## config.mk

```make
export PLATFORM = sky130hd
export DESIGN_NAME = miss_top
export DESIGN_NICKNAME = d
export VERILOG_FILES = /design/src/rtl/mem_miss_pkg.sv /design/src/rtl/mshr_if.sv /design/src/rtl/miss_top.sv /design/src/rtl/fill_result.sv /design/src/rtl/fill_requester.sv /design/src/rtl/mshr_file.sv /design/src/rtl/miss_decode.sv
export VERILOG_INCLUDE_DIRS = /design/src /design/src/rtl
export SDC_FILE = /design/constraint.sdc
export NUM_CORES = 1
export LEC_CHECK = 0
export BUFFER_PORTS_ARGS = -buffer_cell sky130_fd_sc_hd__buf_2
export CAP_MARGIN = 15
export CORE_ASPECT_RATIO = 0.75
export CORE_MARGIN = 1.5
export CORE_UTILIZATION = 45
export DETAILED_ROUTE_END_ITERATION = 12
export PLACE_DENSITY = 0.74
export SETUP_SLACK_MARGIN = 0.3
export SYNTH_ARGS = -nofsm -noshare
export SYNTH_HDL_FRONTEND = slang
export SYNTH_SLANG_ARGS = --single-unit
```

## constraint.sdc

```tcl
create_clock -name clk -period 9.65 [get_ports clk]
set_clock_uncertainty 0.15 [all_clocks]
set_input_delay 1.4475 -clock clk [delete_from_list [all_inputs] [get_ports clk]]
set_output_delay 1.4475 -clock clk [all_outputs]
set_load 0.01 [all_outputs]
```

## src/rtl/mem_miss_cfg.svh

```systemverilog
`ifndef MEM_MISS_CFG_SVH
`define MEM_MISS_CFG_SVH

////////////////////////////////////////
// miss status holding register sizing
////////////////////////////////////////

// number of outstanding line fetches
`define MSHR_DEPTH 8

// line address, as seen by the cache and the APB side
`define PADDR_W 15

// one bit per load/store queue slot
`define QSLOT_W 8

// word returned by a fill
`define DATA_W 32

`endif
```

## src/rtl/mem_miss_pkg.sv

```systemverilog
`default_nettype none

`include "mem_miss_cfg.svh"

package mem_miss_pkg;

    ////////////////////////////////////////
    // field types
    ////////////////////////////////////////

    typedef logic [`PADDR_W-1:0] paddr_t;      // line address
    typedef logic [`QSLOT_W-1:0] qslot_t;      // waiting queue slots
    typedef logic [1:0]          wake_t;       // {store, load}
    typedef logic [`DATA_W-1:0]  line_data_t;

    // per-entry flags and entry numbering
    typedef logic [`MSHR_DEPTH-1:0]         entry_vec_t;
    typedef logic [$clog2(`MSHR_DEPTH)-1:0] entry_idx_t;

    // apb read sequencing
    typedef enum logic [1:0] {
        IDLE,
        SETUP,
        ACCESS
    } fetch_state_t;

endpackage

`default_nettype wire

```

## src/rtl/mshr_if.sv

```systemverilog
`timescale 1ns/100ps
`default_nettype none

`include "mem_miss_cfg.svh"

interface mshr_if import mem_miss_pkg::*; ();

    // entry file state, seen by the decoder
    entry_vec_t                   entry_valid;
    paddr_t [`MSHR_DEPTH-1:0]     entry_paddr;
    logic                         full;
    logic                         retire_valid;  // head leaves this cycle
    entry_idx_t                   retire_idx;

    // decoder's verdict on the current request
    logic                         do_alloc;
    logic                         do_merge;
    entry_idx_t                   merge_idx;
    paddr_t                       req_paddr;
    qslot_t                       req_slot;
    wake_t                        req_wake;

    modport decode (
        input  entry_valid, entry_paddr, full, retire_valid, retire_idx,
        output do_alloc, do_merge, merge_idx, req_paddr, req_slot, req_wake
    );

    modport store (
        output entry_valid, entry_paddr, full, retire_valid, retire_idx,
        input  do_alloc, do_merge, merge_idx, req_paddr, req_slot, req_wake
    );

endinterface

`default_nettype wire

```

## src/rtl/miss_top.sv

```systemverilog
`timescale 1ns/100ps
`default_nettype none

`include "mem_miss_cfg.svh"

module miss_top import mem_miss_pkg::*; (
    input  logic       clk,
    input  logic       arst_n,

    // miss requests
    input  logic       req_valid,
    input  paddr_t     req_paddr,
    input  qslot_t     req_slot,
    input  logic       req_is_store,
    output logic       req_ready,

    // line fetch, apb read only
    output paddr_t     apb_paddr,
    output logic       apb_psel,
    output logic       apb_penable,
    input  line_data_t apb_prdata,
    input  logic       apb_pready,

    // wake-up to the queue
    output logic       wake_valid,
    output qslot_t     wake_slots,
    output wake_t      wake_vector,
    output line_data_t wake_data,

    output logic       mshr_hit,
    output logic       mshr_full
);

    logic       head_valid;
    paddr_t     head_paddr;
    qslot_t     head_slots;
    wake_t      head_wake;
    logic       fetch_done;
    line_data_t fetch_data;

    mshr_if mif ();

    ////////////////////////////////////////
    // decode
    ////////////////////////////////////////

    miss_decode miss_decode_inst (
        .req_valid    (req_valid),
        .req_paddr    (req_paddr),
        .req_slot     (req_slot),
        .req_is_store (req_is_store),
        .req_ready    (req_ready),
        .mshr_hit     (mshr_hit),
        .mif          (mif.decode)
    );

    ////////////////////////////////////////
    // execute
    ////////////////////////////////////////

    mshr_file mshr_file_inst (
        .clk        (clk),
        .arst_n     (arst_n),
        .mif        (mif.store),
        .fetch_done (fetch_done),
        .head_valid (head_valid),
        .head_paddr (head_paddr),
        .head_slots (head_slots),
        .head_wake  (head_wake),
        .mshr_full  (mshr_full)
    );

    fill_requester fill_requester_inst (
        .clk         (clk),
        .arst_n      (arst_n),
        .head_valid  (head_valid),
        .head_paddr  (head_paddr),
        .apb_paddr   (apb_paddr),
        .apb_psel    (apb_psel),
        .apb_penable (apb_penable),
        .apb_prdata  (apb_prdata),
        .apb_pready  (apb_pready),
        .fetch_done  (fetch_done),
        .fetch_data  (fetch_data)
    );

    ////////////////////////////////////////
    // result
    ////////////////////////////////////////

    fill_result fill_result_inst (
        .clk         (clk),
        .arst_n      (arst_n),
        .fetch_done  (fetch_done),
        .fetch_data  (fetch_data),
        .head_slots  (head_slots),
        .head_wake   (head_wake),
        .wake_valid  (wake_valid),
        .wake_slots  (wake_slots),
        .wake_vector (wake_vector),
        .wake_data   (wake_data)
    );

endmodule

`default_nettype wire

```

## src/rtl/fill_result.sv

```systemverilog
`timescale 1ns/100ps
`default_nettype none

`include "mem_miss_cfg.svh"

module fill_result import mem_miss_pkg::*; (
    input  logic       clk,
    input  logic       arst_n,
    input  logic       fetch_done,
    input  line_data_t fetch_data,
    input  qslot_t     head_slots,
    input  wake_t      head_wake,
    output logic       wake_valid,
    output qslot_t     wake_slots,
    output wake_t      wake_vector,
    output line_data_t wake_data
);

    ////////////////////////////////////////
    // wake-up register
    ////////////////////////////////////////

    // slots sampled at retire, earlier merges already in the entry
    always_ff @(posedge clk or negedge arst_n) begin
        if (!arst_n) begin
            wake_valid  <= 1'b0;
            wake_slots  <= '0;
            wake_vector <= '0;
            wake_data   <= '0;
        end else if (fetch_done) begin
            wake_valid  <= 1'b1;
            wake_slots  <= head_slots;
            wake_vector <= head_wake;
            wake_data   <= fetch_data;
        end else begin
            wake_valid  <= 1'b0;  // one cycle only
            wake_slots  <= '0;
            wake_vector <= '0;
            wake_data   <= '0;
        end
    end

endmodule

`default_nettype wire

```

## src/rtl/fill_requester.sv

```systemverilog
`timescale 1ns/100ps
`default_nettype none

`include "mem_miss_cfg.svh"

module fill_requester import mem_miss_pkg::*; (
    input  logic       clk,
    input  logic       arst_n,
    input  logic       head_valid,
    input  paddr_t     head_paddr,
    output paddr_t     apb_paddr,
    output logic       apb_psel,
    output logic       apb_penable,
    input  line_data_t apb_prdata,
    input  logic       apb_pready,
    output logic       fetch_done,
    output line_data_t fetch_data
);

    fetch_state_t state_q;
    fetch_state_t state_d;

    ////////////////////////////////////////
    // apb read sequence
    ////////////////////////////////////////

    always_comb begin
        state_d = state_q;
        case (state_q)
            IDLE: begin
                if (head_valid) begin
                    state_d = SETUP;
                end
            end
            SETUP: begin
                state_d = ACCESS;  // single setup cycle
            end
            ACCESS: begin
                if (apb_pready) begin
                    state_d = IDLE;
                end
            end
            default: begin
                state_d = IDLE;
            end
        endcase
    end

    always_ff @(posedge clk or negedge arst_n) begin
        if (!arst_n) begin
            state_q <= IDLE;
        end else begin
            state_q <= state_d;
        end
    end

    // address held through setup and access
    always_ff @(posedge clk) begin
        if (state_q == IDLE && head_valid) begin
            apb_paddr <= head_paddr;
        end
    end

    assign apb_psel    = (state_q == SETUP) || (state_q == ACCESS);
    assign apb_penable = (state_q == ACCESS);

    // completing cycle of the transfer
    assign fetch_done = (state_q == ACCESS) && apb_pready;
    assign fetch_data = apb_prdata;

endmodule

`default_nettype wire

```

## src/rtl/mshr_file.sv

```systemverilog
`timescale 1ns/100ps
`default_nettype none

`include "mem_miss_cfg.svh"

module mshr_file import mem_miss_pkg::*; (
    input  logic   clk,
    input  logic   arst_n,
    mshr_if.store  mif,
    input  logic   fetch_done,
    output logic   head_valid,
    output paddr_t head_paddr,
    output qslot_t head_slots,
    output wake_t  head_wake,
    output logic   mshr_full
);

    // entry storage
    entry_vec_t               valid_q;
    paddr_t [`MSHR_DEPTH-1:0] paddr_q;
    qslot_t [`MSHR_DEPTH-1:0] slots_q;
    wake_t  [`MSHR_DEPTH-1:0] wake_q;

    // age order
    entry_idx_t                   head_ptr;
    entry_idx_t                   tail_ptr;
    logic [$clog2(`MSHR_DEPTH):0] count;
    logic                         full;

    function automatic entry_idx_t next_idx(input entry_idx_t idx);
        return (idx == entry_idx_t'(`MSHR_DEPTH - 1)) ? '0 : idx + 1'b1;
    endfunction

    assign full = (count == ($clog2(`MSHR_DEPTH) + 1)'(`MSHR_DEPTH));

    ////////////////////////////////////////
    // valid bits and pointers
    ////////////////////////////////////////

    always_ff @(posedge clk or negedge arst_n) begin
        if (!arst_n) begin
            valid_q  <= '0;
            head_ptr <= '0;
            tail_ptr <= '0;
            count    <= '0;
        end else begin
            if (mif.do_alloc) begin
                valid_q[tail_ptr] <= 1'b1;
                tail_ptr          <= next_idx(tail_ptr);
            end
            if (fetch_done) begin  // head retires
                valid_q[head_ptr] <= 1'b0;
                head_ptr          <= next_idx(head_ptr);
            end
            case ({mif.do_alloc, fetch_done})
                2'b10:   count <= count + 1'b1;
                2'b01:   count <= count - 1'b1;
                default: count <= count;
            endcase
        end
    end

    ////////////////////////////////////////
    // entry fields
    ////////////////////////////////////////

    always_ff @(posedge clk) begin
        if (mif.do_alloc) begin
            paddr_q[tail_ptr] <= mif.req_paddr;
            slots_q[tail_ptr] <= mif.req_slot;
            wake_q[tail_ptr]  <= mif.req_wake;
        end
        // merge keeps the original wake vector, head included
        if (mif.do_merge) begin
            slots_q[mif.merge_idx] <= slots_q[mif.merge_idx] | mif.req_slot;
        end
    end

    // back to the decoder
    assign mif.entry_valid  = valid_q;
    assign mif.entry_paddr  = paddr_q;
    assign mif.full         = full;
    assign mif.retire_valid = fetch_done;
    assign mif.retire_idx   = head_ptr;

    // oldest entry, for the fetch and the wake-up
    assign head_valid = valid_q[head_ptr];
    assign head_paddr = paddr_q[head_ptr];
    assign head_slots = slots_q[head_ptr];
    assign head_wake  = wake_q[head_ptr];

    assign mshr_full = full;

endmodule

`default_nettype wire

```

## src/rtl/miss_decode.sv

```systemverilog
`timescale 1ns/100ps
`default_nettype none

`include "mem_miss_cfg.svh"

module miss_decode import mem_miss_pkg::*; (
    input  logic   req_valid,
    input  paddr_t req_paddr,
    input  qslot_t req_slot,
    input  logic   req_is_store,
    output logic   req_ready,
    output logic   mshr_hit,
    mshr_if.decode mif
);

    entry_vec_t hit_vec;
    entry_idx_t hit_idx;
    logic       any_hit;

    ////////////////////////////////////////
    // address match
    ////////////////////////////////////////

    always_comb begin
        for (int i = 0; i < `MSHR_DEPTH; i++) begin
            // a retiring entry no longer takes merges
            hit_vec[i] = mif.entry_valid[i]
                       && (mif.entry_paddr[i] == req_paddr)
                       && !(mif.retire_valid && (mif.retire_idx == entry_idx_t'(i)));
        end
    end

    assign any_hit = |hit_vec;

    // lowest matching entry wins
    always_comb begin
        hit_idx = '0;
        for (int i = `MSHR_DEPTH - 1; i >= 0; i--) begin
            if (hit_vec[i]) begin
                hit_idx = entry_idx_t'(i);
            end
        end
    end

    ////////////////////////////////////////
    // merge / allocate / stall
    ////////////////////////////////////////

    assign req_ready = any_hit || !mif.full;
    assign mshr_hit  = req_valid && any_hit;

    assign mif.do_merge  = req_valid && any_hit;
    assign mif.do_alloc  = req_valid && !any_hit && !mif.full;
    assign mif.merge_idx = hit_idx;

    assign mif.req_paddr = req_paddr;
    assign mif.req_slot  = req_slot;
    assign mif.req_wake  = {req_is_store, !req_is_store};  // store -> 10, load -> 01

endmodule

`default_nettype wire

```

**After elaboration in Yosys (flattened, before gate mapping)**

Cells that the tools add are included.

- Mux-type cells: 48
- Magnitude comparators: 6
- Bitwise operators: 4
- Equal/unequal tests: 23
- Reduce and logical (&&, ||, !) cells: 50
- Add/sub/neg operators: 4

Operators by type and width:

| operator | number |
|---|---|
| $bwmux 64 | 2 |
| $mux 64 | 2 |
| $bwmux 120 | 1 |
| $eq 15x15->1 | 8 |
| $mux 8 | 7 |
| $bmux 8 s3 | 2 |
| $demux 8 s3 | 2 |
| $bmux 15 s3 | 1 |
| $demux 15 s3 | 1 |
| $logic_and 1x1->1 | 32 |
| $mux 32 | 1 |
| $mux 15 | 2 |
| $mux 3 | 10 |
| $bwmux 16 | 1 |
| $or 8x8->8 | 2 |
| $eq 3x3->1 const B | 5 |
| $lt 3x4->1 const B | 3 |
| $logic_not 1->1 | 11 |
| $mux 2 | 5 |
| $ge 3x1->1 const B | 3 |
| $and 8x8->8 | 1 |
| $not 8->8 | 1 |
| $pmux 4 s2 | 1 |
| $reduce_or 8->1 | 1 |
| other kinds (20) | 30 |

- Word-level logic and storage cells: 169
- Register bits after elaboration: 278
- Input port bits: 60
- Output and inout bits: 63

**Depth between registers and ports, before layout**

- Depth in word-level cells: 19
- Gate-level depth with buffers: 19
- Depth with buffers taken out: 16

**Hierarchy**

From an unflattened synthesis, not the netlist that was laid out.

- Cells, all modules: 1117
- Area, all modules: 13934.6 um2

Modules (own cells, without submodules):

| module | times used | cells an instance | area each (um2) | seq. area each (um2) |
|---|---|---|---|---|
| mshr_file | 1 | 727 | 9784.4 | 5815.6 |
| miss_decode | 1 | 239 | 1884.3 | 0.0 |
| fill_result | 1 | 89 | 1411.4 | 1076.0 |
| fill_requester | 1 | 62 | 854.6 | 500.5 |

**Least setup slack after synthesis**

No wires, ideal clock.

- Kind: input-to-output
- Start: input req_paddr[4]
- End: output mshr_hit
- Stages on the path: 9
- Path slack: 4.803 ns
- Arrival: 3.249 ns
- Data required time: 8.052 ns
- Buffers on the path: 2
- Cell sequence: buf_4 -> xor2_1 -> or4_1 -> nor4_2 -> a22oi_1 -> nand4_1 -> buf_4 -> inv_1 -> nor2_1

- Longest elaborated chain between the ends: 5
- Elaborated cells between the ends (all ways): 26
- Classes of those cells: 8 x eq/ne; 18 x reduce/logical

RTL lines:

| what | line | text |
|---|---|---|
| start, declared | miss_top.sv:12 | `input paddr_t req_paddr,` |
| $eq 15x15->1 | miss_decode.sv:28 | `&& (mif.entry_paddr[i] == req_paddr)` |
| $logic_and 1x1->1 | miss_decode.sv:28 |  |
| $logic_and 1x1->1 | miss_decode.sv:29 | `&& !(mif.retire_valid && (mif.retire_idx == entry_idx_t'(i)));` |
| $reduce_or 8->1 * | miss_decode.sv:33 | `assign any_hit = \|hit_vec;` |
| $logic_and 1x1->1 * | miss_decode.sv:50 | `assign mshr_hit = req_valid && any_hit;` |
| end, declared | miss_top.sv:30 | `output logic mshr_hit,` |

Mark *: on every way between the ends. The rest lies on a longest branch, timed or not.

**Final worst setup path**

- Start: register mshr_file_inst.head_ptr[0], in the netlist mshr_file_inst.mif.retire_idx[0]
- End: output mshr_hit

- Longest elaborated chain between the ends: 6
- Elaborated cells between the ends (all ways): 34
- Classes of those cells: 7 x eq/ne; 27 x reduce/logical

RTL lines:

| what | line | text |
|---|---|---|
| start, declared | mshr_file.sv:25 | `entry_idx_t head_ptr;` |
| start signal, assigned | mshr_file.sv:53 | `head_ptr <= next_idx(head_ptr);` |
| $eq 3x1->1 (tied with other cells) | miss_decode.sv:29 |  |
| $logic_and 1x1->1 | miss_decode.sv:29 |  |
| $logic_not 1->1 | miss_decode.sv:29 |  |
| $logic_and 1x1->1 | miss_decode.sv:29 |  |
| $reduce_or 8->1 * | miss_decode.sv:33 |  |
| $logic_and 1x1->1 * | miss_decode.sv:50 |  |

Marks and branches as above.

==> flow_metrics.tcl <==
set metrics [dict create \
    outcome "completed" \
    place_hpwl_um 27600 \
    die_h_um 156 \
    place.gp.congestion 0.948 \
    cts-root-buf "clkbuf_16" \
    layout-drive-gt1-share 0.243 \
    fin_cells 1621 \
    grt_max_degree 64 \
    relSlewSlack 0.160 \
    port_buffers 122 \
    fin_crit_ns 6.50 \
    power.total_mw 4.58 \
    die_w_um 207 \
    path_clk_slew_ns 0.07 \
    setup_viol 0 \
    holdBufCountCts 0 \
    cts_made_buffers 28 \
    final_nets 1275 \
    layout_common_cells "151 x edfxtp_1, 122 x buf_2, 120 x mux2i_1, 84 x xnor2_1, 64 x dfxtp_1" \
    synth_cells 1101 \
    yosys_warnings 0 \
    rsz0062_at_grt "no" \
    grt_use_met1 0.386 \
    worst_slew_pin_slew_ns 1.25 \
    h-tree-depth 1 \
    cts_resized 0 \
    worstPathRequired_ns 8.05 \
    fin_crit_sh 0.673 \
    hold_violations 0 \
    met2_usage 0.362 \
    die_area_um2 32100 \
    drt_iter0_drc 1207 \
    post-synth-top-area-fraction 0.324 \
    track_usage 0.251 \
    pin_count 123 \
    cts.sinks 278 \
    worst-setup-path-type "reg2out" \
    grt_remaining_overflow 0 \
    synthArstFlopShare 0.227 \
    path_max_fanout 46 \
    fmax_ghz 0.154 \
    cts_tree "done" \
    busiest_layer "met1" \
    core_area_um2 30300 \
    drt_first_pass_iters 5 \
    syn_area_um2 14000 \
    drc_errors 0 \
    dp_cells 1567 \
    vias 9783 \
    avgSynthCellArea_um2 12.7 \
    yosys_most_used_dff "edfxtp_1" \
    syn2layout_area_growth_pct 13.6 \
    ir_drop_v 0.000199 \
    cts_buffer_depth 3 \
    setup.worst_path.end_class "output pin" \
    num_rows 55 \
    synth_fp_nets 1177 \
    cp.arrival_ns 4.90 \
    synth_edf_count 151 \
    tns_ns 0 \
    synth_cell_type_count 82 \
    min_path_type "reg2reg" \
    synth_area_leader_cell "edfxtp_1" \
    antenna_found_initial 2 \
    wl_per_cell_um 24.9 \
    initial_core_util 0.461 \
    final_max_slew_viol_count 0 \
    p_leak_nw 6.47 \
    cts_setup_buffers 0 \
    fin_area_um2 15900 \
    post_drt_via_cell_ratio 6.04 \
    totalWireLength_um 40300 \
    fillCellCount 2575 \
    clk_latency_ns 0.57 \
    drv_cap 0 \
    grt_pass1_vias 9441 \
    drtAntennaViolNets 0 \
    mostFrequentLayoutCell "edfxtp_1" \
    grt_first_pass_wirelength_um 60200 \
    ys_ff_latch 278 \
    placedInstanceArea_um2 14800 \
    met3_usage 0.0564 \
    startpoint_type "register" \
    ys_seq_area_frac 0.529 \
    synthTopCellsByArea "edfxtp_1 32%, dfrtp_1 11%, dfxtp_1 9.2%" \
    hold_ws_ns 0.315 \
    power.density_nw_per_um2 288 \
]
-- cells by family after synthesis --
logic type / after synthesis / share of synthesized area
AND/OR/NAND/NOR: 286 / 0.118
flip-flops: 278 / 0.529
buffers and inverters: 96 / 0.0364
XOR/XNOR: 124 / 0.0836
multiplexers: 176 / 0.154
AO/OA/AOI/OAI: 125 / 0.0651
adder cells (fa/ha/maj): 16 / 0.0149
-- report_power, final --
part	internal [mW]	switching (mW)
registers	1.61	0.266
clock network	0.746	0.479
logic	0.646	0.829
total	3.00	1.57
-- layout make-up --
| class | instances | area (um^2) | area share |
|---|---|---|---|
| Sequential cell | 278 | 7400 | 0.466 |
| Multi-Input combinational cell | 727 | 6110 | 0.385 |
| Clock buffer | 38 | 803 | 0.0506 |
| Timing Repair Buffer | 137 | 731 | 0.0460 |
| Tap cell | 399 | 499 | 0.0314 |
| Clock inverter | 14 | 234 | 0.0147 |
| Inverter | 27 | 109 | 0.00685 |
| Antenna cell | 1 | 2.50 | 0.000158 |
-- synth_stat cells (11+ instances only) --
| library cell | number |
|---|---|
| o21ai_0 | 13 |
| nand3_1 | 28 |
| mux2_2 | 28 |
| nand4_1 | 37 |
| ha_1 | 15 |
| inv_1 | 26 |
| clkbuf_1 | 33 |
| o22ai_1 | 14 |
| nor2_1 | 29 |
| nor3_1 | 16 |
| dfxtp_1 | 64 |
| a221o_1 | 11 |
| xor2_1 | 32 |
| buf_4 | 12 |
| and3_1 | 37 |
| edfxtp_1 | 151 |
| mux4_2 | 28 |
| xnor2_1 | 84 |
| nand2_1 | 62 |
| dfrtp_1 | 63 |
| a21oi_1 | 37 |
| mux2i_1 | 120 |
-- registers in the layout, indices dropped and copies added (netlist names) --
register / flops
mshr_file_inst.mif.entry_paddr: 120
mshr_file_inst.slots_q: 64
fill_result_inst.wake_data: 32
mshr_file_inst.wake_q: 16
fill_requester_inst.apb_paddr: 15
fill_result_inst.wake_slots: 8
mshr_file_inst.mif.entry_valid: 8
mshr_file_inst.count: 4
mshr_file_inst.mif.retire_idx: 3
mshr_file_inst.tail_ptr: 3
fill_requester_inst.state_q: 2
fill_result_inst.wake_vector: 2
fill_result_inst.wake_valid: 1
-- worst paths after layout --
| kind | slack (ns) | depth (start not counted) | start | endpoint |
|---|---|---|---|---|
| max | 3.15 | 10 | mshr_file_inst.mif.retire_idx[0] | mshr_hit |
| min | 0.31 | 2 | mshr_file_inst.slots_q[56] | mshr_file_inst.slots_q[56] |
| min in group asynchronous | 0.94 | 2 | arst_n | fill_result_inst.wake_data[4] |
| max reg2reg | 3.70 | 10 | mshr_file_inst.mif.retire_idx[0] | mshr_file_inst.mif.entry_paddr[80] |
| max in group asynchronous | 7.76 | 2 | arst_n | mshr_file_inst.mif.retire_idx[0] |
| min reg2reg | 0.31 | 2 | mshr_file_inst.slots_q[56] | mshr_file_inst.slots_q[56] |
-- worst max-delay path, stage by stage (launching register included) --
cell	delay, ns
dfrtp_4	0.87
buf_4	0.72
inv_1	0.26
ha_1	0.30
and4_1	0.22
nor2_1	0.57
a22oi_1	0.27
nand4_1	0.61
inv_1	0.18
nor2_1	0.12
buf_2	0.13
-- routing by layer --
layer  up-vias  wire, um
li1       4316         -
met1      4877     18700
met2       529     16900
met3        59      3970
met4         2       736
met5         -        13
-- stage by stage --
stage | utilization | setup slack, ns
2_1_floorplan | - | 4.80
3_3_place_gp | 0.489 | 3.73
3_5_place_dp | 0.489 | 3.63
4_1_cts | 0.523 | 3.23
5_1_grt | 0.523 | 2.76
6_report | 0.523 | 3.15
(Power assumes the default switching activity.)
